File: src/l1_cache_pkg.sv
// Cache geometry, L2 credit count and miss entry states, imported by all L1 cache blocks
`default_nettype none

package l1_cache_pkg;

	// 4 ways, 32 sets, 64-byte lines over a 32-bit address
	localparam int TAG_WIDTH = 21;
	localparam int SET_INDEX_WIDTH = 5;
	localparam int WAY_INDEX_WIDTH = 2;
	localparam int NUM_SETS = 32;
	localparam int NUM_WAYS = 4;
	localparam int NUM_STRANDS = 4;
	localparam int LINE_BITS = 512;

	// A line address is the tag followed by the set index
	localparam int LINE_ADDR_WIDTH = TAG_WIDTH + SET_INDEX_WIDTH;

	// Request credits the L2 grants to the cache out of reset
	localparam int L2_CREDITS = 2;
	localparam int CREDIT_WIDTH = $clog2(L2_CREDITS + 1);

	// Life of one per-strand miss entry
	typedef enum logic [1:0]
	{
		MISS_IDLE,
		// Waiting for a credit before the request can go out
		MISS_PENDING,
		// Request sent, waiting for the line to come back
		MISS_WAIT_FILL
	} miss_state_t;

endpackage

`default_nettype wire

File: src/cache_tag_mem.sv
// Tag and valid arrays of the four ways; looked up on each access and written on a line fill
`timescale 1ns/1ps
`default_nettype none

module cache_tag_mem
(
	input wire clk,
	input wire rst_i,
	input wire [31:0] address_i,
	input wire access_i,
	input wire update_i,
	input wire [l1_cache_pkg::SET_INDEX_WIDTH - 1:0] update_set_i,
	input wire [l1_cache_pkg::WAY_INDEX_WIDTH - 1:0] update_way_i,
	input wire [l1_cache_pkg::TAG_WIDTH - 1:0] update_tag_i,
	output logic [l1_cache_pkg::WAY_INDEX_WIDTH - 1:0] hit_way_o,
	output logic cache_hit_o
);
	import l1_cache_pkg::*;

	logic [SET_INDEX_WIDTH - 1:0] requested_set;
	logic [TAG_WIDTH - 1:0] tag_latched;
	logic access_latched;
	logic [NUM_WAYS - 1:0] way_hit;

	assign requested_set = address_i[31 - TAG_WIDTH -: SET_INDEX_WIDTH];

	always_ff @(posedge clk)
	begin
		if (rst_i)
			access_latched <= 1'b0;
		else
			access_latched <= access_i;
	end

	always_ff @(posedge clk)
	begin
		tag_latched <= address_i[31 -: TAG_WIDTH];
	end

	for (genvar w = 0; w < NUM_WAYS; w++)
	begin : g_way
		logic [TAG_WIDTH - 1:0] tags [NUM_SETS];
		logic [NUM_SETS - 1:0] valid;
		logic [TAG_WIDTH - 1:0] tag_read;
		logic valid_read;
		logic fill_this_way;

		assign fill_this_way = update_i && update_way_i == WAY_INDEX_WIDTH'(w);

		// A read in the fill cycle still returns the old tag
		always_ff @(posedge clk)
		begin
			if (fill_this_way)
				tags[update_set_i] <= update_tag_i;
			tag_read <= tags[requested_set];
		end

		always_ff @(posedge clk)
		begin
			if (rst_i)
			begin
				valid <= '0;
				valid_read <= 1'b0;
			end
			else
			begin
				if (fill_this_way)
					valid[update_set_i] <= 1'b1;
				valid_read <= valid[requested_set];
			end
		end

		assign way_hit[w] = valid_read && tag_read == tag_latched;
	end

	// At most one way can hold a given tag, so a plain encode is enough
	always_comb
	begin
		hit_way_o = '0;
		for (int w = 0; w < NUM_WAYS; w++)
			if (way_hit[w])
				hit_way_o = WAY_INDEX_WIDTH'(w);
	end

	assign cache_hit_o = access_latched && |way_hit;

endmodule

`default_nettype wire

File: config.mk
export PLATFORM = sky130hd
export DESIGN_NAME = cache_tag_mem
export DESIGN_NICKNAME = d
export VERILOG_FILES = /design/src/l1_cache_pkg.sv /design/src/cache_tag_mem.sv
export SDC_FILE = /design/constraint.sdc
export NUM_CORES = 2
export LEC_CHECK = 0
export BUFFER_PORTS_ARGS = -buffer_cell sky130_fd_sc_hd__buf_2
export CORE_MARGIN = 2
export CORE_UTILIZATION = 57
export DETAILED_ROUTE_END_ITERATION = 8
export PLACE_DENSITY = 0.76
export SYNTH_ARGS = -nofsm -noshare
export SYNTH_HDL_FRONTEND = slang
export SYNTH_SLANG_ARGS = --single-unit
File: constraint.sdc
create_clock -name clk -period 2.1 [get_ports clk]
set_clock_uncertainty 0.15 [all_clocks]
set_input_delay 0 -clock clk [delete_from_list [all_inputs] [get_ports clk]]
set_output_delay 0 -clock clk [all_outputs]
set_load 0.02 [all_outputs]
==> flow_summary.json <==
{
  "final_area_um2": 130000,
  "reg2reg_to": "g_way[2].tag_read[9]",
  "worstPathArrival_ns": 2.96,
  "rr_worst_depth": 3,
  "die-area_um2": 197000,
  "grt_overflow_total": 0,
  "rows": 161,
  "rr_startpoint": "g_way[2].tags[24][9]",
  "synth_cells": 4714,
  "ys_seq_area_share_pct": 77.6,
  "path_max_fanout": 4,
  "antenna_found_initial": 13,
  "violations": "setup timing",
  "ir_drop_uv": 747,
  "cts.clk_slew.worst_paths_ns": 0.07,
  "leakage_nw": 41.1,
  "hold_ws_ns": 0.00773,
  "grt_pass1_vias": 56200,
  "avgSynthCellArea_um2": 23.4,
  "dieHeight_um": 444,
  "fin_setup_tns_ns": -3.13,
  "core_um2": 192000,
  "wirelength_um": 299000,
  "powerDensity_nw_per_um2": 949,
  "slew_headroom_pct": 35.6,
  "drt_pre_antenna_iters": 6,
  "r2r_setup_slack_ns": -0.09,
  "portBuffers": 60,
  "finalSetupViolCount": 8,
  "dieWidth_um": 444,
  "grt_max_degree": 129,
  "area_delta_synth_final_pct": 17.6,
  "hp-class": "in2reg",
  "root_buffer": "clkbuf_16",
  "clkLatencyLatePin_ns": 0.94,
  "synth.cell_area_um2": 110000,
  "dp_slack_ns": -0.850,
  "final.min_clock_period_ns": 3.11,
  "clk_path_buf_depth": 4,
  "fillerInstances": 11100,
  "outcome": "finished, violations left",
  "place.gp.congestion": 0.861,
  "drv_cap": 0,
  "worst_slew_pin_slew_ns": 0.963,
  "layout_setup_ws_ns": -1.01,
  "hp-start": "update_tag_i[5]",
  "slew_viol_final": 0,
  "instances_no_fill": 8063,
  "yosys_warnings": 0,
  "grt_usage_pct": 30.8,
  "cts.sinks": 2926,
  "crit_type": "reg2out",
  "h-tree-depth": 5,
  "final_util_pct": 67.4,
  "hold_violations": 0,
  "nets": 5382,
  "synth_fp_nets": 4778,
  "drc_errors": 0,
  "cp-end-kind": "output port",
  "synth_cell_type_count": 36,
  "dr.first_iter.drc_count": 9584,
  "power_mw": 123,
  "fmax_ghz": 0.321,
  "period_share_pct": 148,
  "vias": 55100,
  "avgRoutedWirePerCell_um": 37.1,
  "hold_depth": 3,
  "ys_ff_latch": 2926,
  "required_ns": 1.95,
  "post_dp_cell_area_um2": 119000,
  "grt_pass1_wl_um": 424000,
  "dpl.hpwl_um": 156000,
  "drive_above_1_share_pct": 36.0,
  "rsz0062_at_grt": "yes",
  "dp.cells": 7447,
  "start_util_pct": 57.3,
  "via_per_inst": 6.83,
  "cts_tree": "built",
  "drtAntennaViolNets": 0,
  "whs_endpoint": "g_way[3].tags[7][5]",
  "cp-start-kind": "register",
  "ios": 67,
  "cts_made_buffers": 295
}
[report_power, final]
part,switching (mW),internal (mW)
clock,21.7,30.2
combinational,3.58,2.96
sequential,0.417,64.0
total,25.7,97.2
[critical path: stages (launching register included)]
cell and delay, ns:
dfxtp_2 0.34, buf_12 0.15, xnor2_2 0.18, nand4_1 0.14
nor4_2 0.35, buf_4 0.17, nand4_1 0.21, a41oi_4 0.30
buf_6 0.17
[how the worst max path moves through the flow]
stage	from	to	slack, ns	cells past startpoint
floorplan	update_way_i[0]	g_way[0].tags[10][0]	-0.18	4
global placement	tag_latched[11]	hit_way_o[0]	-0.80	8
detailed placement	tag_latched[11]	hit_way_o[0]	-0.85	8
CTS	tag_latched[5]	cache_hit_o	-0.98	9
global route	tag_latched[13]	cache_hit_o	-1.04	8
finish	tag_latched[7]	cache_hit_o	-1.01	8
[area by class of cell]
type | instances | area, um2 | area share [%]
multi-input combinational | 1539 | 24100 | 18.6
inverter | 1 | 3.75 | 0.00290
antenna | 2 | 5.00 | 0.00386
timing repair buffer | 555 | 7400 | 5.72
sequential | 2926 | 85500 | 66.0
clock buffer | 393 | 8120 | 6.27
tap | 2526 | 3160 | 2.44
clock inverter | 121 | 1240 | 0.961
[cell usage after synthesis]
master	number	area share, %
mux4_2	877	18
and2_1	3	0.017
nor2b_1	5	0.028
buf_6	5	0.051
o211ai_1	1	0.0068
or3b_2	1	0.0080
a41oi_1	1	0.0080
or2_2	1	0.0057
edfxtp_1	2688	73
dfxtp_1	238	4.3
xor2_1	16	0.13
and3b_1	3	0.024
nor4_1	9	0.051
nand3_1	1	0.0045
nor2_1	373	1.3
xnor2_1	68	0.54
a2111oi_0	1	0.0080
mux2i_1	6	0.055
o21ai_0	1	0.0045
buf_4	16	0.11
buf_1	28	0.095
nor3b_1	4	0.027
inv_1	1	0.0034
and4_1	1	0.0080
mux2_2	85	0.87
nand2_1	37	0.13
a211o_1	1	0.0080
nand3b_1	1	0.0068
and3_1	2	0.011
and2_0	1	0.0057
nor3_1	2	0.0091
nand4_1	20	0.11
a211oi_1	1	0.0068
buf_2	62	0.28
clkbuf_1	137	0.47
a21oi_1	17	0.077
[cells by family after synthesis]
group / Yosys count / synth area share (%)
buffers and inverters: 249 / 1.01
multiplexers: 968 / 18.9
flip-flops: 2926 / 77.6
AO/OA/AOI/OAI: 23 / 0.119
XOR/XNOR: 84 / 0.668
AND/OR/NAND/NOR: 464 / 1.72
[per-layer routing]
layer,share of wire [%],vias to the layer above,track usage [%]
met5,0.0077,-,0
met4,5.1,4,13.4
met3,12,836,6.33
met2,49,4436,49.6
met1,34,28800,41.4
li1,-,21000,-
[placed cells by master (no fill, tap or decap), drive strengths merged, types with 5 or more instances in the layout]
cell type and n:
a21oi 17, buf 458, bufinv 25, clkbuf 394
clkinv 77, clkinvlp 12, dfxtp 238, dlygate4sd3 95
edfxtp 2688, inv 8, mux2 85, mux2i 6
mux4 877, nand2 37, nand4 20, nor2 373
nor2b 5, nor4 9, xnor2 68, xor2 16
[sequential cells by signal, summed over array words and instances, names as in the netlist]
signal and cells:
access_latched 1, g_way.valid 128, g_way.tags 2688, g_way.valid_read 4
tag_latched 21, g_way.tag_read 84
[timing repair]
| action | CTS | global route |
|---|---|---|
| pin swaps | 20 | 2 |
| hold buffers | 97 | 2 |
| buffers inserted | 5 | 0 |
| hold endpoints to repair | 4978 | 19 |
| endpoints found under the setup margin | 5 | 28 |
| gates resized for setup | 64 | 10 |
Power figures use the tool's default switching activity.
