[src/l1_cache_pkg.sv]
// Cache geometry, L2 credit count and miss entry states, imported by all L1 cache blocks
`default_nettype none

package l1_cache_pkg;

	// 4 ways, 32 sets, 64-byte lines over a 32-bit address
	localparam int TAG_WIDTH = 21;
	localparam int SET_INDEX_WIDTH = 5;
	localparam int WAY_INDEX_WIDTH = 2;
	localparam int NUM_SETS = 32;
	localparam int NUM_WAYS = 4;
	localparam int NUM_STRANDS = 4;
	localparam int LINE_BITS = 512;

	// A line address is the tag followed by the set index
	localparam int LINE_ADDR_WIDTH = TAG_WIDTH + SET_INDEX_WIDTH;

	// Request credits the L2 grants to the cache out of reset
	localparam int L2_CREDITS = 2;
	localparam int CREDIT_WIDTH = $clog2(L2_CREDITS + 1);

	// Life of one per-strand miss entry
	typedef enum logic [1:0]
	{
		MISS_IDLE,
		// Waiting for a credit before the request can go out
		MISS_PENDING,
		// Request sent, waiting for the line to come back
		MISS_WAIT_FILL
	} miss_state_t;

endpackage

`default_nettype wire

[src/cache_lru.sv]
// Tree pseudo-LRU state per set; names the victim way and records each touched way as MRU
`timescale 1ns/1ps
`default_nettype none

module cache_lru
(
	input wire clk,
	input wire rst_i,
	input wire [l1_cache_pkg::SET_INDEX_WIDTH - 1:0] set_i,
	input wire update_i,
	input wire [l1_cache_pkg::WAY_INDEX_WIDTH - 1:0] new_mru_way_i,
	output logic [l1_cache_pkg::WAY_INDEX_WIDTH - 1:0] lru_way_o
);
	import l1_cache_pkg::*;

	// Bit 0 picks the pair (0 = ways 0/1, 1 = ways 2/3)
	// Bit 1 picks inside the low pair and bit 2 inside the high pair
	logic [2:0] tree [NUM_SETS];
	logic [2:0] current;
	logic [2:0] updated;

	assign current = tree[set_i];

	always_comb
	begin
		if (current[0])
			lru_way_o = {1'b1, current[2]};
		else
			lru_way_o = {1'b0, current[1]};
	end

	// Every node on the path to the touched way is turned to point away from it
	always_comb
	begin
		updated = current;
		updated[0] = ~new_mru_way_i[1];
		if (new_mru_way_i[1])
			updated[2] = ~new_mru_way_i[0];
		else
			updated[1] = ~new_mru_way_i[0];
	end

	always_ff @(posedge clk)
	begin
		if (rst_i)
		begin
			for (int s = 0; s < NUM_SETS; s++)
				tree[s] <= 3'b000;
		end
		else if (update_i)
		begin
			tree[set_i] <= updated;
		end
	end

endmodule

`default_nettype wire

[config.mk]
export PLATFORM = sky130hd
export DESIGN_NAME = cache_lru
export DESIGN_NICKNAME = d
export VERILOG_FILES = /design/src/l1_cache_pkg.sv /design/src/cache_lru.sv
export SDC_FILE = /design/constraint.sdc
export NUM_CORES = 1
export LEC_CHECK = 0
export ABC_CLOCK_PERIOD_IN_PS = 4200
export BUFFER_PORTS_ARGS = -buffer_cell sky130_fd_sc_hd__buf_2
export CAP_MARGIN = 20
export CORE_MARGIN = 2
export CORE_UTILIZATION = 50
export CTS_CLUSTER_DIAMETER = 150
export DETAILED_ROUTE_END_ITERATION = 16
export GPL_TIMING_DRIVEN = 0
export PLACE_DENSITY = 0.64
export SLEW_MARGIN = 20
export SYNTH_ARGS = -nofsm -noshare
export SYNTH_HDL_FRONTEND = slang
export SYNTH_SLANG_ARGS = --single-unit
[constraint.sdc]
create_clock -name clk -period 4.2 [get_ports clk]
set_input_delay 0.84 -clock clk [delete_from_list [all_inputs] [get_ports clk]]
set_output_delay 0.84 -clock clk [all_outputs]
set_load 0.01 [all_outputs]
==> reports/summary.txt, run 1 <==
Synth-to-Final Area Change -> 8.12%
H-tree levels -> 3
Via Count -> 3447
CTS tree -> yes
kind of critical path -> input pin to output port
post-route ant nets -> 0
Max IR drop VDD -> 0.145 mV
core box area -> 10200 µm²
Reg area -> 2880 µm²
Hold WS -> 0.922 ns
RSZ-0062 raised after global routing -> false
crit-path cells -> buf_2 -> buf_4 -> buf_2 -> mux2i_1 -> o22ai_1 -> nor4_1 -> nand2_1 -> mux2_1 -> buf_2
Critical-path top delay cell -> buf_2
CP startpoint kind -> input pin
syn_area_per_cell -> 12.5 µm²
vias in the first global route -> 3361
I/O Buffers -> 8
worst r2r dst -> tree[13][2]
pin count of the biggest net entering global routing -> 17
Highest Signal Layer -> met4
R2R depth -> 7
Die Area -> 11200 µm²
multi-input logic area -> 2060 µm²
most frequent CP cell -> buf_2
Root Driver -> clkbuf_8
Power Density -> 351 nW/µm²
# fillers -> 894
min Tclk post-route -> 4.05 ns
Vias/cell -> 6.02
initial antenna violation count -> 0
ant diodes -> 0
EDFF count, synth -> 96
clk_skew -> 0.0147 ns
Die Width -> 106 µm
CTS Hold Buffers Added -> 0
io pins -> 12
synthesized area -> 5160 µm²
fraction of layout cells with a size suffix above 1 -> 24.9%
Gate Count Post-Synth -> 412
Max Cap Viol -> 0
DP HPWL -> 9.07 mm
first-pass GRT wire length -> 19.6 mm
Yosys reg bits -> 96
CP Capture Type -> output port
# Post-CTS Setup Buffers -> 0
ys async rst share -> 0%
Reg2Reg Setup Slack -> 1.95 ns
Pre-Repair DR Iteration Count -> 6
Largest regs -> tree x96
hold_sp -> new_mru_way_i[1]
YS warnings -> 0
Post-layout nets -> 442
die height -> 106 µm
initial core utilization -> 50.7%
clk slew on worst S/H paths -> 0.09 ns
grt total ovfl -> 0
FP Rows -> 37
Num CTS Buffers -> 9
period utilization -> 96.5%
First DRT Iteration DRCs -> 223
Rel. slew slack -> 39.1%
max-slew violations -> 0
Req. time, crit path -> 3.36 ns
Setup TNS Final -> 0 ns
max incr delay on CP -> 0.41 ns
DR WL/cell -> 22.4 µm
WL met3 -> 923 µm
post-CTS sizing -> 0
final-report hold violation count -> 0
Hold Path Cell Cnt -> 2
largest register by flop count -> tree
routed length on met2 -> 5.81 mm
Leakage -> 0.00193 µW
CP arrival -> 3.21 ns
Hold Path Sink -> tree[11][0]
total power -> 1960 µW
fmax -> 247 MHz
gr usage total -> 24.3%
max FFs per register -> 96
Clock Path Buffers -> 2
worst slew pin tran -> 0.910 ns
reg-to-reg startpoint -> tree[27][2]
wl on met1 -> 5.76 mm
Tightest Hold Check Type -> input pin to flop
outcome -> finished, final reports clean
final WL -> 12.8 mm
Mapped Nets -> 422
Finish-stage setup viols -> 0
Routability Congestion -> 0.888
clk_lat worst skew -> 0.38 ns
synth unique cells -> 29
CTS Sinks -> 96
sequential fraction of the synthesis area -> 55.8%
main flop type after synthesis -> edfxtp_1
largest fanout on the critical path -> 10
DRC errors left -> 0
routing by layer:
metal | track usage (%) | vias up
li1 | - | 1573
met1 | 35.7 | 1716
met2 | 36.1 | 127
met3 | 4.14 | 31
met4 | 9.59 | 0
met5 | 0 | -
worst max path at each step:
stage                     startpoint           end  cells after the start  slack [ns]
after floorplan             set_i[1]  lru_way_o[0]                      8        0.84
after global placement      set_i[1]  lru_way_o[0]                      9        0.15
after detailed placement    set_i[1]  lru_way_o[0]                      9        0.14
after CTS                   set_i[1]  lru_way_o[0]                      9        0.13
after global routing        set_i[1]  lru_way_o[0]                      9        0.05
final                       set_i[1]  lru_way_o[0]                      9        0.15
final cells by class:
cell class | instances | share of cell area [%]
flip-flops and latches | 96 | 51.6
multi-input cells | 277 | 36.8
plain buffers | 39 | 4.12
well taps | 136 | 3.05
clock buffers | 9 | 2.22
clock inverters | 7 | 1.30
repair buffers | 9 | 0.851
synthesized netlist by cell type, types with 2 or more instances:
| cell type | instances | area share, % |
|---|---|---|
| nor2_1 | 35 | 2.5 |
| or4b_1 | 2 | 0.39 |
| buf_6 | 9 | 2.0 |
| nor3b_1 | 3 | 0.44 |
| buf_2 | 10 | 0.97 |
| edfxtp_1 | 96 | 56 |
| nor3_2 | 60 | 12 |
| nand4b_1 | 4 | 0.68 |
| nand4bb_1 | 3 | 0.65 |
| nor4_1 | 6 | 0.73 |
| or4b_4 | 2 | 0.53 |
| nor2b_1 | 2 | 0.24 |
| and3_1 | 3 | 0.36 |
| mux2i_1 | 48 | 9.3 |
| or4bb_1 | 3 | 0.65 |
| nand3_1 | 4 | 0.39 |
| nand2_1 | 33 | 2.4 |
| o22ai_2 | 2 | 0.48 |
| nor3_1 | 5 | 0.48 |
| nand2b_1 | 32 | 3.9 |
| o22ai_1 | 22 | 2.7 |
| and3b_1 | 4 | 0.68 |
| clkbuf_1 | 18 | 1.3 |
power breakdown:
| part | switching [µW] | internal, µW |
|---|---|---|
| Clock | 339 | 275 |
| Sequential | 12.3 | 1090 |
| Combinational | 166 | 77.7 |
critical path, delay by kind of cell:
family | cells | cell delay (ns)
muxes | 2 | 0.71
and+or+nand+nor | 2 | 0.50
buffers and inverters | 4 | 1.03
AOI/OAI and AO/OA | 1 | 0.12
per-stage QoR:
| stage | utilization [%] | area, µm² | setup slack [ns] | cells |
|---|---|---|---|---|
| final | 54.8 | 5580 | 0.146 | 573 |
| after detailed placement | 52.9 | 5390 | 0.136 | 557 |
| after global placement | 52.8 | 5380 | 0.152 | 556 |
| after CTS | 54.8 | 5580 | 0.126 | 573 |
| after floorplan | - | 5160 | 0.842 | 412 |
| after global routing | 54.8 | 5580 | 0.0480 | 573 |
logic make-up (layout without fill, tap and decap cells):
group | after synthesis | after routing | synth area share [%]
AO/OA/AOI/OAI | 24 | 24 | 3.15
buffers and inverters | 39 | 64 | 4.46
flip-flops | 96 | 96 | 55.8
multiplexers | 49 | 49 | 9.52
AND/OR/NAND/NOR | 204 | 204 | 27.1
cells in the final DEF, fill, tap and decap left out, types with 2 or more instances in the layout:
master and instances:
nand3_1 4, nor3_2 60, clkbuf_1 18, mux2i_1 48
nor3_1 5, edfxtp_1 96, nand4bb_1 3, nor4_1 6
clkbuf_8 9, buf_2 18, o22ai_1 22, nor2b_1 2
buf_6 9, o22ai_2 2, clkinv_4 3, or4bb_1 3
and3b_1 4, or4b_4 2, and3_1 3, buf_4 2
nor3b_1 2, nand2b_1 32, nor2_1 35, nand4b_1 4
or4b_1 2, nand2_1 33
Power figures use the tool's default switching activity.
==> run 2, diff against run 1 <==
- REMOVE_ABC_BUFFERS: default -> 1
==> reports/summary.txt, run 2 (synthesis gave the netlist of run 1 again) <==
outcome -> finished, final reports clean
fraction of layout cells with a size suffix above 1 -> 24.8% (-0.19 points)
clk slew on worst S/H paths -> 0.09 ns (about the same)
DRC errors left -> 0 (unchanged)
final WL -> 11.4 mm (-11%)
max-slew violations -> 0 (unchanged)
Largest regs -> tree x96
Num CTS Buffers -> 9 (unchanged)
Max IR drop VDD -> 0.180 mV (+24%)
Via Count -> 3207 (-7.0%)
non-filler cells, final -> 540 (-5.8%)
Finish-stage setup viols -> 0 (unchanged)
post-CTS sizing -> 0 (unchanged)
DP HPWL -> 7.37 mm (-19%)
Root Driver -> clkbuf_8
CP arrival -> 3.05 ns (-0.16 ns)
max FFs per register -> 96 (unchanged)
Hold WS -> 1.03 ns (+0.110 ns)
CP startpoint kind -> input pin
Max Cap Viol -> 0 (unchanged)
Req. time, crit path -> 3.36 ns (about the same)
commonest cells after routing, fill and taps aside -> edfxtp_1, nor3_2, mux2i_1, nor2_1, nand2_1
# fillers -> 899 (+0.56%)
First DRT Iteration DRCs -> 195 (-13%)
Pre-Repair DR Iteration Count -> 5 (-1)
Routability Congestion -> 0.740 (-17%)
final-report hold violation count -> 0 (unchanged)
period utilization -> 92.7% (-3.8 points)
Synth-to-Final Area Change -> 6.15%
Critical-path top delay cell -> buf_4
clk_skew -> 0.00697 ns (-0.00774 ns)
FP Rows -> 37 (unchanged)
initial core utilization -> 50.7% (unchanged)
most common cell after layout, fill and taps aside -> edfxtp_1
Clock Path Buffers -> 2 (unchanged)
max incr delay on CP -> 0.63 ns (+0.22 ns)
H-tree levels -> 3 (unchanged)
largest register by flop count -> tree
DR WL/cell -> 21.2 µm (-5.4%)
Tightest Hold Check Type -> input pin to flop
Vias/cell -> 5.94 (-1.3%)
worst slew pin tran -> 0.948 ns (+0.0375 ns)
CP Capture Type -> output port
io pins -> 12 (unchanged)
fmax -> 257 MHz (+4.1%)
CTS Sinks -> 96 (unchanged)
CTS Hold Buffers Added -> 0 (unchanged)
kind of critical path -> input pin to output port
ant diodes -> 0 (unchanged)
CTS tree -> yes
first-pass GRT wire length -> 18.3 mm (-6.6%)
core box area -> 10200 µm² (unchanged)
# Post-CTS Setup Buffers -> 0 (unchanged)
largest fanout on the critical path -> 52 (+42)
pin count of the biggest net entering global routing -> 53 (+36)
crit-path cells -> buf_4 -> mux2i_1 -> o22ai_1 -> nor4_1 -> nand2_1 -> mux2_1 -> buf_2
Rel. slew slack -> 36.6% (-2.5 points)
Die Area -> 11200 µm² (unchanged)
die height -> 106 µm (unchanged)
Post-layout nets -> 410 (-7.2%)
grt total ovfl -> 0 (unchanged)
initial antenna violation count -> 0 (unchanged)
Leakage -> 0.00187 µW (-3.2%)
clk_lat worst skew -> 0.37 ns (about the same)
post-route ant nets -> 0 (unchanged)
Power Density -> 364 nW/µm² (+3.7%)
Die Width -> 106 µm (unchanged)
min Tclk post-route -> 3.89 ns (-0.160 ns)
Cells after DPL -> 525 (-5.7%)
I/O Buffers -> 11 (+3)
vias in the first global route -> 3301 (-1.8%)
RSZ-0062 raised after global routing -> false
gr usage total -> 21.9% (-2.4 points)
run 2: changes by cell type in the layout (fill, tap and decap cells not counted), moves of 2 or more:
cell,previous run,this run
clkbuf_1,18,0
clkinv_4,3,0
buf_6,9,0
inv_6,0,2
buf_12,0,4
buf_2,18,10
run 2: report_power, final:
| part | total (µW) | internal [µW] | switching (µW) | leakage, µW |
|---|---|---|---|---|
| logic | 221 | 68.0 | 153 | 0.000800 |
| registers | 1100 | 1090 | 12.1 | 0.000967 |
| clock network | 673 | 336 | 336 | 0.000102 |
| total | 2000 | 1490 | 501 | 0.00187 |
run 2: cell type report:
class                      count  area, µm²  area share (%)
clock inverter                 6       92.6            1.69
timing repair buffer          16        145            2.65
tap                          136        170            3.10
clock buffer                   9        124            2.26
multi-input combinational    277       2070            37.7
sequential                    96       2880            52.6
run 2: metal layers:
layer / part of all wire [%] / GRT usage, % / vias up
met5: 0 / 0 / -
li1: - / - / 1505
met1: 44 / 30.9 / 1598
met3: 5.4 / 3.40 / 11
met2: 50 / 34.6 / 93
met4: 1.0 / 7.71 / 0
run 2: worst paths after layout:
kind	startpoint	endpoint	slack [ns]	cells past startpoint
hold / removal	new_mru_way_i[0]	tree[1][1]	1.03	3
setup reg to reg	tree[23][2]	tree[1][2]	1.95	6
setup / recovery	set_i[1]	lru_way_o[0]	0.31	7
hold reg to reg	tree[10][1]	tree[5][1]	1.24	5
run 2: critical path: cells and delay by family:
family	cells	cell delay (ns)
AOI/OAI and AO/OA	1	0.09
buffers and inverters	2	0.78
muxes	2	0.67
and+or+nand+nor	2	0.63
run 2: stage by stage:
step	power [µW]	worst slack [ns]	util, %	TNS (ns)	cell area, µm²
2_1_floorplan	1240	1.05	-	0	4930
3_3_place_gp	1330	-0.823	50.7	-45.56	5160
3_5_place_dp	1350	0.319	51.7	0	5270
4_1_cts	2000	0.306	53.8	0	5480
5_1_grt	2050	0.169	53.8	0	5480
6_report	2000	0.306	53.8	0	5480
