## src/l1_cache_pkg.sv

```systemverilog
// Cache geometry, L2 credit count and miss entry states, imported by all L1 cache blocks
`default_nettype none

package l1_cache_pkg;

	// 4 ways, 32 sets, 64-byte lines over a 32-bit address
	localparam int TAG_WIDTH = 21;
	localparam int SET_INDEX_WIDTH = 5;
	localparam int WAY_INDEX_WIDTH = 2;
	localparam int NUM_SETS = 32;
	localparam int NUM_WAYS = 4;
	localparam int NUM_STRANDS = 4;
	localparam int LINE_BITS = 512;

	// A line address is the tag followed by the set index
	localparam int LINE_ADDR_WIDTH = TAG_WIDTH + SET_INDEX_WIDTH;

	// Request credits the L2 grants to the cache out of reset
	localparam int L2_CREDITS = 2;
	localparam int CREDIT_WIDTH = $clog2(L2_CREDITS + 1);

	// Life of one per-strand miss entry
	typedef enum logic [1:0]
	{
		MISS_IDLE,
		// Waiting for a credit before the request can go out
		MISS_PENDING,
		// Request sent, waiting for the line to come back
		MISS_WAIT_FILL
	} miss_state_t;

endpackage

`default_nettype wire

```

## src/load_miss_queue.sv

```systemverilog
// Per-strand load miss entries; sends line requests to the L2 under credit control and retires fills
`timescale 1ns/1ps
`default_nettype none

module load_miss_queue
(
	input wire clk,
	input wire rst_i,
	input wire request_i,
	input wire [l1_cache_pkg::TAG_WIDTH - 1:0] tag_i,
	input wire [l1_cache_pkg::SET_INDEX_WIDTH - 1:0] set_i,
	input wire [l1_cache_pkg::WAY_INDEX_WIDTH - 1:0] victim_way_i,
	input wire [1:0] strand_i,
	input wire pci_credit_i,
	input wire cpi_valid_i,
	input wire [1:0] cpi_strand_i,
	input wire [l1_cache_pkg::WAY_INDEX_WIDTH - 1:0] cpi_way_i,
	output logic [l1_cache_pkg::NUM_STRANDS - 1:0] load_complete_strands_o,
	output logic [l1_cache_pkg::SET_INDEX_WIDTH - 1:0] load_complete_set_o,
	output logic [l1_cache_pkg::TAG_WIDTH - 1:0] load_complete_tag_o,
	output logic [l1_cache_pkg::WAY_INDEX_WIDTH - 1:0] load_complete_way_o,
	output logic pci_valid_o,
	output logic [1:0] pci_strand_o,
	output logic [l1_cache_pkg::WAY_INDEX_WIDTH - 1:0] pci_way_o,
	output logic [l1_cache_pkg::LINE_ADDR_WIDTH - 1:0] pci_address_o
);
	import l1_cache_pkg::*;

	miss_state_t entry_state [NUM_STRANDS];
	logic [TAG_WIDTH - 1:0] entry_tag [NUM_STRANDS];
	logic [SET_INDEX_WIDTH - 1:0] entry_set [NUM_STRANDS];
	logic [WAY_INDEX_WIDTH - 1:0] entry_way [NUM_STRANDS];
	logic [CREDIT_WIDTH - 1:0] credit_count;
	logic issue_found;
	logic [1:0] issue_strand;
	logic issue;

	// Lowest numbered pending strand goes first
	always_comb
	begin
		issue_found = 1'b0;
		issue_strand = 2'd0;
		for (int s = NUM_STRANDS - 1; s >= 0; s--)
		begin
			if (entry_state[s] == MISS_PENDING)
			begin
				issue_found = 1'b1;
				issue_strand = 2'(s);
			end
		end
	end

	assign issue = issue_found && credit_count != '0;

	assign pci_valid_o = issue;
	assign pci_strand_o = issue_strand;
	assign pci_way_o = entry_way[issue_strand];
	assign pci_address_o = {entry_tag[issue_strand], entry_set[issue_strand]};

	// The fill target is known in the fill cycle itself, so the arrays are written at that edge
	assign load_complete_set_o = entry_set[cpi_strand_i];
	assign load_complete_tag_o = entry_tag[cpi_strand_i];
	assign load_complete_way_o = cpi_way_i;

	always_ff @(posedge clk)
	begin
		if (rst_i)
		begin
			for (int s = 0; s < NUM_STRANDS; s++)
				entry_state[s] <= MISS_IDLE;
			credit_count <= CREDIT_WIDTH'(L2_CREDITS);
			load_complete_strands_o <= '0;
		end
		else
		begin
			for (int s = 0; s < NUM_STRANDS; s++)
			begin
				if (cpi_valid_i && cpi_strand_i == 2'(s))
					entry_state[s] <= MISS_IDLE;
				else if (issue && issue_strand == 2'(s))
					entry_state[s] <= MISS_WAIT_FILL;
				else if (request_i && strand_i == 2'(s))
					entry_state[s] <= MISS_PENDING;
			end

			// A credit coming back in the issue cycle cancels the one just spent
			if (issue && !pci_credit_i)
				credit_count <= credit_count - 1'b1;
			else if (pci_credit_i && !issue)
				credit_count <= credit_count + 1'b1;

			load_complete_strands_o <= '0;
			if (cpi_valid_i)
				load_complete_strands_o[cpi_strand_i] <= 1'b1;
		end
	end

	always_ff @(posedge clk)
	begin
		if (request_i)
		begin
			entry_tag[strand_i] <= tag_i;
			entry_set[strand_i] <= set_i;
			entry_way[strand_i] <= victim_way_i;
		end
	end

endmodule

`default_nettype wire

```

## config.mk

```make
export PLATFORM = sky130hd
export DESIGN_NAME = load_miss_queue
export DESIGN_NICKNAME = d
export VERILOG_FILES = /design/src/l1_cache_pkg.sv /design/src/load_miss_queue.sv
export SDC_FILE = /design/constraint.sdc
export NUM_CORES = 1
export LEC_CHECK = 0
export BUFFER_PORTS_ARGS = -buffer_cell sky130_fd_sc_hd__buf_4
export CAP_MARGIN = 20
export CORE_ASPECT_RATIO = 1.5
export CORE_MARGIN = 2
export CORE_UTILIZATION = 59
export CTS_CLUSTER_SIZE = 10
export DETAILED_ROUTE_END_ITERATION = 12
export PLACE_DENSITY = 0.84
export SLEW_MARGIN = 10
export SYNTH_ARGS = -nofsm -noshare
export SYNTH_HDL_FRONTEND = slang
export SYNTH_SLANG_ARGS = --single-unit
export TNS_END_PERCENT = 30
```

## constraint.sdc

```tcl
create_clock -name clk -period 8.8 [get_ports clk]
set_clock_uncertainty 0.05 [all_clocks]
set_input_delay 1.32 -clock clk [delete_from_list [all_inputs] [get_ports clk]]
set_output_delay 1.32 -clock clk [all_outputs]
set_load 0.02 [all_outputs]
```

==> key figures, run 1 <==
Clock network
  • Clock slew at the register clock pins of the worst setup and hold paths: 0.05 ns
  • Maximum level of the CTS H-tree: 4
  • Number of sinks handled by clock tree synthesis: 126
  • Post-cts repair resize count: 0
  • Number of setup buffers added after CTS: 0
  • Clock tree from TritonCTS: done
  • Worst skew pair latency: 0.40 ns
  • Root buffer cell: sky130_fd_sc_hd__clkbuf_16
  • Hold Buf Count CTS: 0
  • Total CTS buffers: 17
  • Buffer depth of the longest clock path: 2

Synthesis
  • Yosys top cell area share: between 60% and 70%
  • Sequential element share of the synthesized area: 69.0%
  • Post-Synthesis Cell Area: 5390 um^2
  • Net Count, Synth: between 300 and 400
  • Mean instance size in the synthesized netlist: ~19 um^2
  • Primary flip-flop cell chosen by synthesis mapping: sky130_fd_sc_hd__edfxtp_1
  • Number of synthesized register bits: 126
  • Most common cell in the synthesized netlist: sky130_fd_sc_hd__edfxtp_1
  • Cell types with the largest area share after synthesis: sky130_fd_sc_hd__edfxtp_1 (67%), sky130_fd_sc_hd__mux4_2 (11%), sky130_fd_sc_hd__a221o_1 (5.2%)
  • Syn Inst Count: between 200 and 300
  • Most instantiated cells after synthesis: sky130_fd_sc_hd__edfxtp_1 (120), sky130_fd_sc_hd__a221o_1 (28), sky130_fd_sc_hd__a22o_1 (28)
  • Number of unique standard cell types used by synthesis: 42
  • Fraction of registers with async set or reset after synthesis: 0%
  • EDFF count, synth: 120
  • Number of warnings reported in the yosys synthesis log: 0
  • Cell type contributing the most total cell area after synthesis: sky130_fd_sc_hd__edfxtp_1

Critical path
  • Ordered list of cells on the worst path: and2b_1 -> nor3_2 -> buf_4 -> a221o_1 -> buf_4
  • WP data required: between 7 and 8 ns
  • Crit-path max cell delay: about 0.71 ns
  • Critical register-to-register path startpoint: entry_state[1][0]
  • Worst endpoint data arrival time: 2.57 ns
  • R2R setup slack: 6.72 ns
  • Number of buffers and inverters on the critical path: 2
  • Levels on crit path: 5
  • CP Launch Type: flop
  • Kind of end point of the critical path: primary output
  • Start-to-end type of the worst setup path: reg2out
  • Slowest cell on crit path: sky130_fd_sc_hd__nor3_2
  • FF-to-FF End: entry_state[2][0]
  • Worst reg-to-reg path cell count: 4
  • Kind of cell with the highest combined delay on the critical path: simple AND/OR/NAND/NOR gates
  • Crit-path most repeated cell: sky130_fd_sc_hd__buf_4
  • CP Max Fanout: 18
  • End point of the critical path: pci_address_o[12]
  • Crit path from: entry_state[1][0]

Min path
  • Number of instances on the worst hold path: 2
  • Min-Delay Path Class: reg2reg

Timing
  • Post-Route Hold Slack: 0.548 ns
  • Final worst path period share: 44.8%
  • Headroom to the max-slew limit: 35.7%
  • Final setup TNS: 0 ns
  • Setup repair after global routing missed its margin: no
  • Timing-limited maximum frequency: 254 MHz
  • Transition time of the tightest slew-check pin: a little under 1 ns
  • Count of pins over their slew limit: 0
  • Shortest clock period the worst path allows after layout: 3.94 ns
  • Number of setup violations in the final report: 0
  • Final hold vios: 0

Place
  • Total placed instance area: 6160 um^2
  • Sum of net half-perimeters after detailed placement: between 7 and 8 mm
  • Number of buffers inserted by port buffering: 97
  • GPL Wtd Cong: 0.767

Power
  • Power density over the cells: 254 nW/um^2
  • Lkg Pwr: between 2 and 2.5 nW
  • Internal cell power: 1.28 mW
  • Sequential Power Share: 41.8%
  • Net switching fraction of the power: 25.4%
  • Sum of internal, switching and leakage power: 1.71 mW
  • Peak ir drop on the vdd network: 0.203 mV
  • Net switching component of the power: 0.436 mW
  • Gate power share: 19.0%
  • Clock share of power: 39.2%

Final layout
  • Post-route core utilization: about three quarters
  • Area taken by flip-flops and latches: 3720 um^2
  • Antenna diode instance count: 0
  • Layout cell share with drive strength beyond 1: 42.4%
  • Total area of multi-input combinational cells: 1510 um^2
  • Final-layout fill cell count: 518
  • Growth of design area from synthesis to finish: 24.9%
  • Net count reported at finish: 431
  • Cell area after layout: 6740 um^2

Drt
  • Drt wl/cell: about 23 um
  • Sum of routed wire length over all layers: approximately 12 mm
  • Via count: 3,298
  • Vias per std cell: 6.43
  • Antenna-violating nets left: 0
  • Pre-antenna DRT Iters: 6
  • Total DRC errors in the routed layout: 0
  • Number of violations reported at the end of detailed-routing iteration 0: 259

Die
  • Horizontal die dimension: 82.1 um
  • Row count: 42
  • Initial standard-cell utilization of the core: 60.7%
  • Area inside the core boundary: slightly below 9000 um^2
  • Boundary Pins: 102
  • Die height: 121 um
  • Area of the die: 9940 um^2

GRT
  • Global-route total usage across every layer: 24.9%
  • First-pass GRT wire length: approximately 18 mm
  • GRT Residual Overflow: 0
  • Largest net degree at the start of global routing: 35
  • Antenna violations before repair: 0
  • Via count of the first global-routing pass: between 3,000 and 4,000

Run status
  • Status: completed

Run
  • Max-cap viol count: 0
logic make-up (layout without fill, tap and decap cells):
group,after synthesis,count (layout),share of synthesized area [%]
compound gates,67,67,11.3
xor+xnor,2,2,0.325
flops,126,126,69.0
simple gates,43,43,4.96
mux,26,26,10.9
buf+inv,26,138,3.27
fa+ha+maj,1,1,0.232
cells in the final DEF (no fill, tap or decap), types with 3 or more instances in the layout:
cell / count
sky130_fd_sc_hd__clkinv_2: 6
sky130_fd_sc_hd__a221o_1: 28
sky130_fd_sc_hd__a21oi_1: 3
sky130_fd_sc_hd__inv_1: 4
sky130_fd_sc_hd__clkbuf_16: 17
sky130_fd_sc_hd__dfxtp_1: 6
sky130_fd_sc_hd__edfxtp_1: 120
sky130_fd_sc_hd__nor2_1: 7
sky130_fd_sc_hd__buf_4: 103
sky130_fd_sc_hd__nand2_1: 5
sky130_fd_sc_hd__nor3b_1: 3
sky130_fd_sc_hd__mux4_2: 26
sky130_fd_sc_hd__bufinv_16: 3
sky130_fd_sc_hd__a22o_1: 28
area by class of cell:
cell class              instances  area share, %
clock buffers                  17           6.31
clock inverters                14           2.25
inverters                       4          0.223
multi-input cells             139           22.4
flip-flops and latches        126           55.3
well taps                     110           2.04
repair buffers                103           11.5
worst register-to-register path: cells and delay by family (launching register included):
family          cells  cell delay, ns
compound gates      1            0.18
flops               1            0.42
simple gates        3            1.18
power by group through the flow:
stage               clock, mW  sequential (mW)  combinational (mW)
floorplan                   0            0.722               0.210
detailed placement          0            0.727               0.325
global route            0.707            0.720               0.342
finish                  0.673            0.716               0.325
CTS                     0.681            0.716               0.326
global placement            0            0.723               0.320
per-stage QoR:
stage,instances,setup slack [ns]
final,513,4.86
after global routing,513,4.77
after CTS,513,4.86
after detailed placement,482,4.88
after global placement,482,4.88
after floorplan,291,4.60
state kept, by name, indices dropped and copies added (netlist names):
signal                   count
entry_state                  8
entry_way                    8
entry_set                   20
load_complete_strands_o      4
credit_count                 2
entry_tag                   84
worst min path at each step:
| stage | from | end | slack, ns |
|---|---|---|---|
| global route | credit_count[0] | credit_count[0] | 0.59 |
| detailed placement | credit_count[0] | credit_count[0] | 0.53 |
| CTS | credit_count[0] | credit_count[0] | 0.55 |
| global placement | credit_count[0] | credit_count[0] | 0.50 |
| finish | credit_count[0] | credit_count[0] | 0.55 |
| floorplan | credit_count[0] | credit_count[0] | 0.48 |
routing by layer:
| layer | global-route usage (%) | part of all wire (%) | vias up |
|---|---|---|---|
| met2 | 43.2 | 55 | 149 |
| met4 | 10.5 | 1.6 | 0 |
| met3 | 7.14 | 6.3 | 18 |
| li1 | - | - | 1446 |
| met1 | 28.0 | 37 | 1685 |
| met5 | 0 | 0 | - |
(Power assumes the default switching activity.)
==> run 2, diff against run 1 <==
Settings changed: CORE_UTILIZATION 59 to 50, PLACE_DENSITY 0.84 to 0.76.
Clock period 8.8 ns to 3.5 ns, I/O delays scaled along.
==> key figures, run 2 (synthesis gave the netlist of run 1 again) <==
Clock network
  • Hold Buf Count CTS: 0 (unchanged)
  • Total CTS buffers: 17 (unchanged)
  • Maximum level of the CTS H-tree: 4 (unchanged)
  • Number of sinks handled by clock tree synthesis: 126 (unchanged)
  • Buffer depth of the longest clock path: 2 (unchanged)
  • Post-cts repair resize count: 0 (unchanged)
  • Clock slew at the register clock pins of the worst setup and hold paths: 0.06 ns (about the same)
  • Number of setup buffers added after CTS: 0 (unchanged)
  • Root buffer cell: sky130_fd_sc_hd__clkbuf_16
  • Worst skew pair latency: 0.41 ns (about the same)
  • Clock tree from TritonCTS: done

Final layout
  • Register bank with the most flops: entry_tag
  • Most frequent standard cell in the layout excluding fill and tap cells: sky130_fd_sc_hd__edfxtp_1
  • Largest regs: entry_tag: 84 flops, entry_set: 20 flops
  • Final-layout fill cell count: 762 (+47%)
  • Commonest cells after routing, fill and taps aside: sky130_fd_sc_hd__edfxtp_1 (120), sky130_fd_sc_hd__buf_4 (103), sky130_fd_sc_hd__a22o_1 (28), sky130_fd_sc_hd__a221o_1 (28), sky130_fd_sc_hd__mux4_2 (26)
  • Growth of design area from synthesis to finish: 26.2%
  • Max FFs per register: 84 (unchanged)
  • Layout cell share with drive strength beyond 1: 42.8% (+0.39 points)
  • Net count reported at finish: 431 (unchanged)
  • Antenna diode instance count: 0 (unchanged)
  • Post-route core utilization: 64.6% (-11 points)

Critical path
  • CP Max Fanout: 30 (+12)
  • Worst endpoint data arrival time: 2.14 ns (-0.43 ns)
  • WP data required: 2.92 ns (-4.51 ns)
  • Start-to-end type of the worst setup path: reg2out
  • Kind of end point of the critical path: primary output
  • CP Launch Type: flop

Place
  • GPL Wtd Cong: 0.749 (-2.2%)
  • Sum of net half-perimeters after detailed placement: 7.18 mm (+1.1%)
  • Number of buffers inserted by port buffering: 97 (unchanged)

GRT
  • Via count of the first global-routing pass: 3,441 (+0.97%)
  • Antenna violations before repair: 0 (unchanged)
  • Global-route total usage across every layer: 21.5% (-3.4 points)
  • First-pass GRT wire length: 18.3 mm (+4.3%)
  • GRT Residual Overflow: 0 (unchanged)
  • Largest net degree at the start of global routing: 35 (unchanged)

Drt
  • Via count: 3,293 (-0.15%)
  • Total DRC errors in the routed layout: 0 (unchanged)
  • Pre-antenna DRT Iters: 4 (-2)
  • Antenna-violating nets left: 0 (unchanged)
  • Vias per std cell: 6.01 (-6.5%)
  • Drt wl/cell: 21.8 um (-3.3%)
  • Number of violations reported at the end of detailed-routing iteration 0: 209 (-19%)
  • Sum of routed wire length over all layers: 12.0 mm (+3.3%)

Power
  • Power density over the cells: 637 nW/um^2 (+150%)
  • Peak ir drop on the vdd network: 0.503 mV (+150%)
  • Lkg Pwr: 2.50 nW (+0.88%)
  • Sum of internal, switching and leakage power: 4.34 mW (+150%)

Timing
  • Headroom to the max-slew limit: 37.8% (+2.1 points)
  • Timing-limited maximum frequency: ~370 MHz
  • Final hold vios: 0 (unchanged)
  • Shortest clock period the worst path allows after layout: 2.72 ns
  • Number of setup violations in the final report: 0 (unchanged)
  • Transition time of the tightest slew-check pin: 0.931 ns (-0.0301 ns)
  • Final worst path period share: ~78%
  • Count of pins over their slew limit: 0 (unchanged)
  • Setup repair after global routing missed its margin: no
  • Final setup TNS: 0 ns (unchanged)

Die
  • Row count: 46 (+9.5%)
  • Horizontal die dimension: 88.8 um (+8.2%)
  • Area of the die: 11,700 um^2 (+17%)
  • Die height: 131 um (+8.3%)
  • Area inside the core boundary: 10,500 um^2 (+19%)
  • Boundary Pins: 102 (unchanged)
  • Initial standard-cell utilization of the core: 51.2% (-9.5 points)

Min path
  • Min-Delay Path Class: in2reg

Run status
  • Status: completed

Run
  • Max-cap viol count: 0 (unchanged)
run 2: stage by stage:
step                worst slack (ns)  instance area, um^2  hold slack (ns)  instances
detailed placement              1.15                 6200            0.538        516
floorplan                     0.0908                 5390            0.484        291
finish                         0.783                 6810            0.259        548
global route                   0.672                 6810            0.253        548
CTS                            0.767                 6810            0.250        548
global placement                1.15                 6200            0.513        516
run 2: area by class of cell:
| cell class | instances | area [um^2] | area share [%] |
|---|---|---|---|
| flip-flops and latches | 126 | 3720 | 54.7 |
| well taps | 144 | 180 | 2.65 |
| clock inverters | 7 | 43.8 | 0.643 |
| inverters | 4 | 15.0 | 0.221 |
| repair buffers | 103 | 773 | 11.4 |
| clock buffers | 25 | 559 | 8.22 |
| multi-input cells | 139 | 1510 | 22.2 |
run 2: routing by layer:
layer / wire length, um / GRT usage, %
met1: 4460 / 25.2
met2: 6490 / 36.0
met3: 738 / 5.53
met4: 276 / 10.0
met5: 0 / 0
run 2: path summary, 6_finish.rpt:
path                  endpoint  slack, ns  cells after the start               from
min reg2reg    credit_count[0]       0.55                      2    credit_count[0]
max          pci_address_o[10]       0.78                      5  entry_state[3][1]
min            entry_set[0][1]       0.26                      1           set_i[1]
max reg2reg    credit_count[1]       1.52                      6  entry_state[3][1]
run 2: report_power, final:
part,switching (mW),internal [mW],leakage (nW)
Sequential,0.0476,1.75,1.16
Combinational,0.461,0.364,1.03
Clock,0.608,1.11,0.305
Total,1.12,3.22,2.50
run 2: critical path, cell delays in order (launching register included):
cell and delay (ns):
sky130_fd_sc_hd__edfxtp_1 0.39, sky130_fd_sc_hd__nor2b_2 0.25, sky130_fd_sc_hd__and4_4 0.57, sky130_fd_sc_hd__a22o_1 0.22, sky130_fd_sc_hd__a221o_1 0.14, sky130_fd_sc_hd__buf_4 0.15
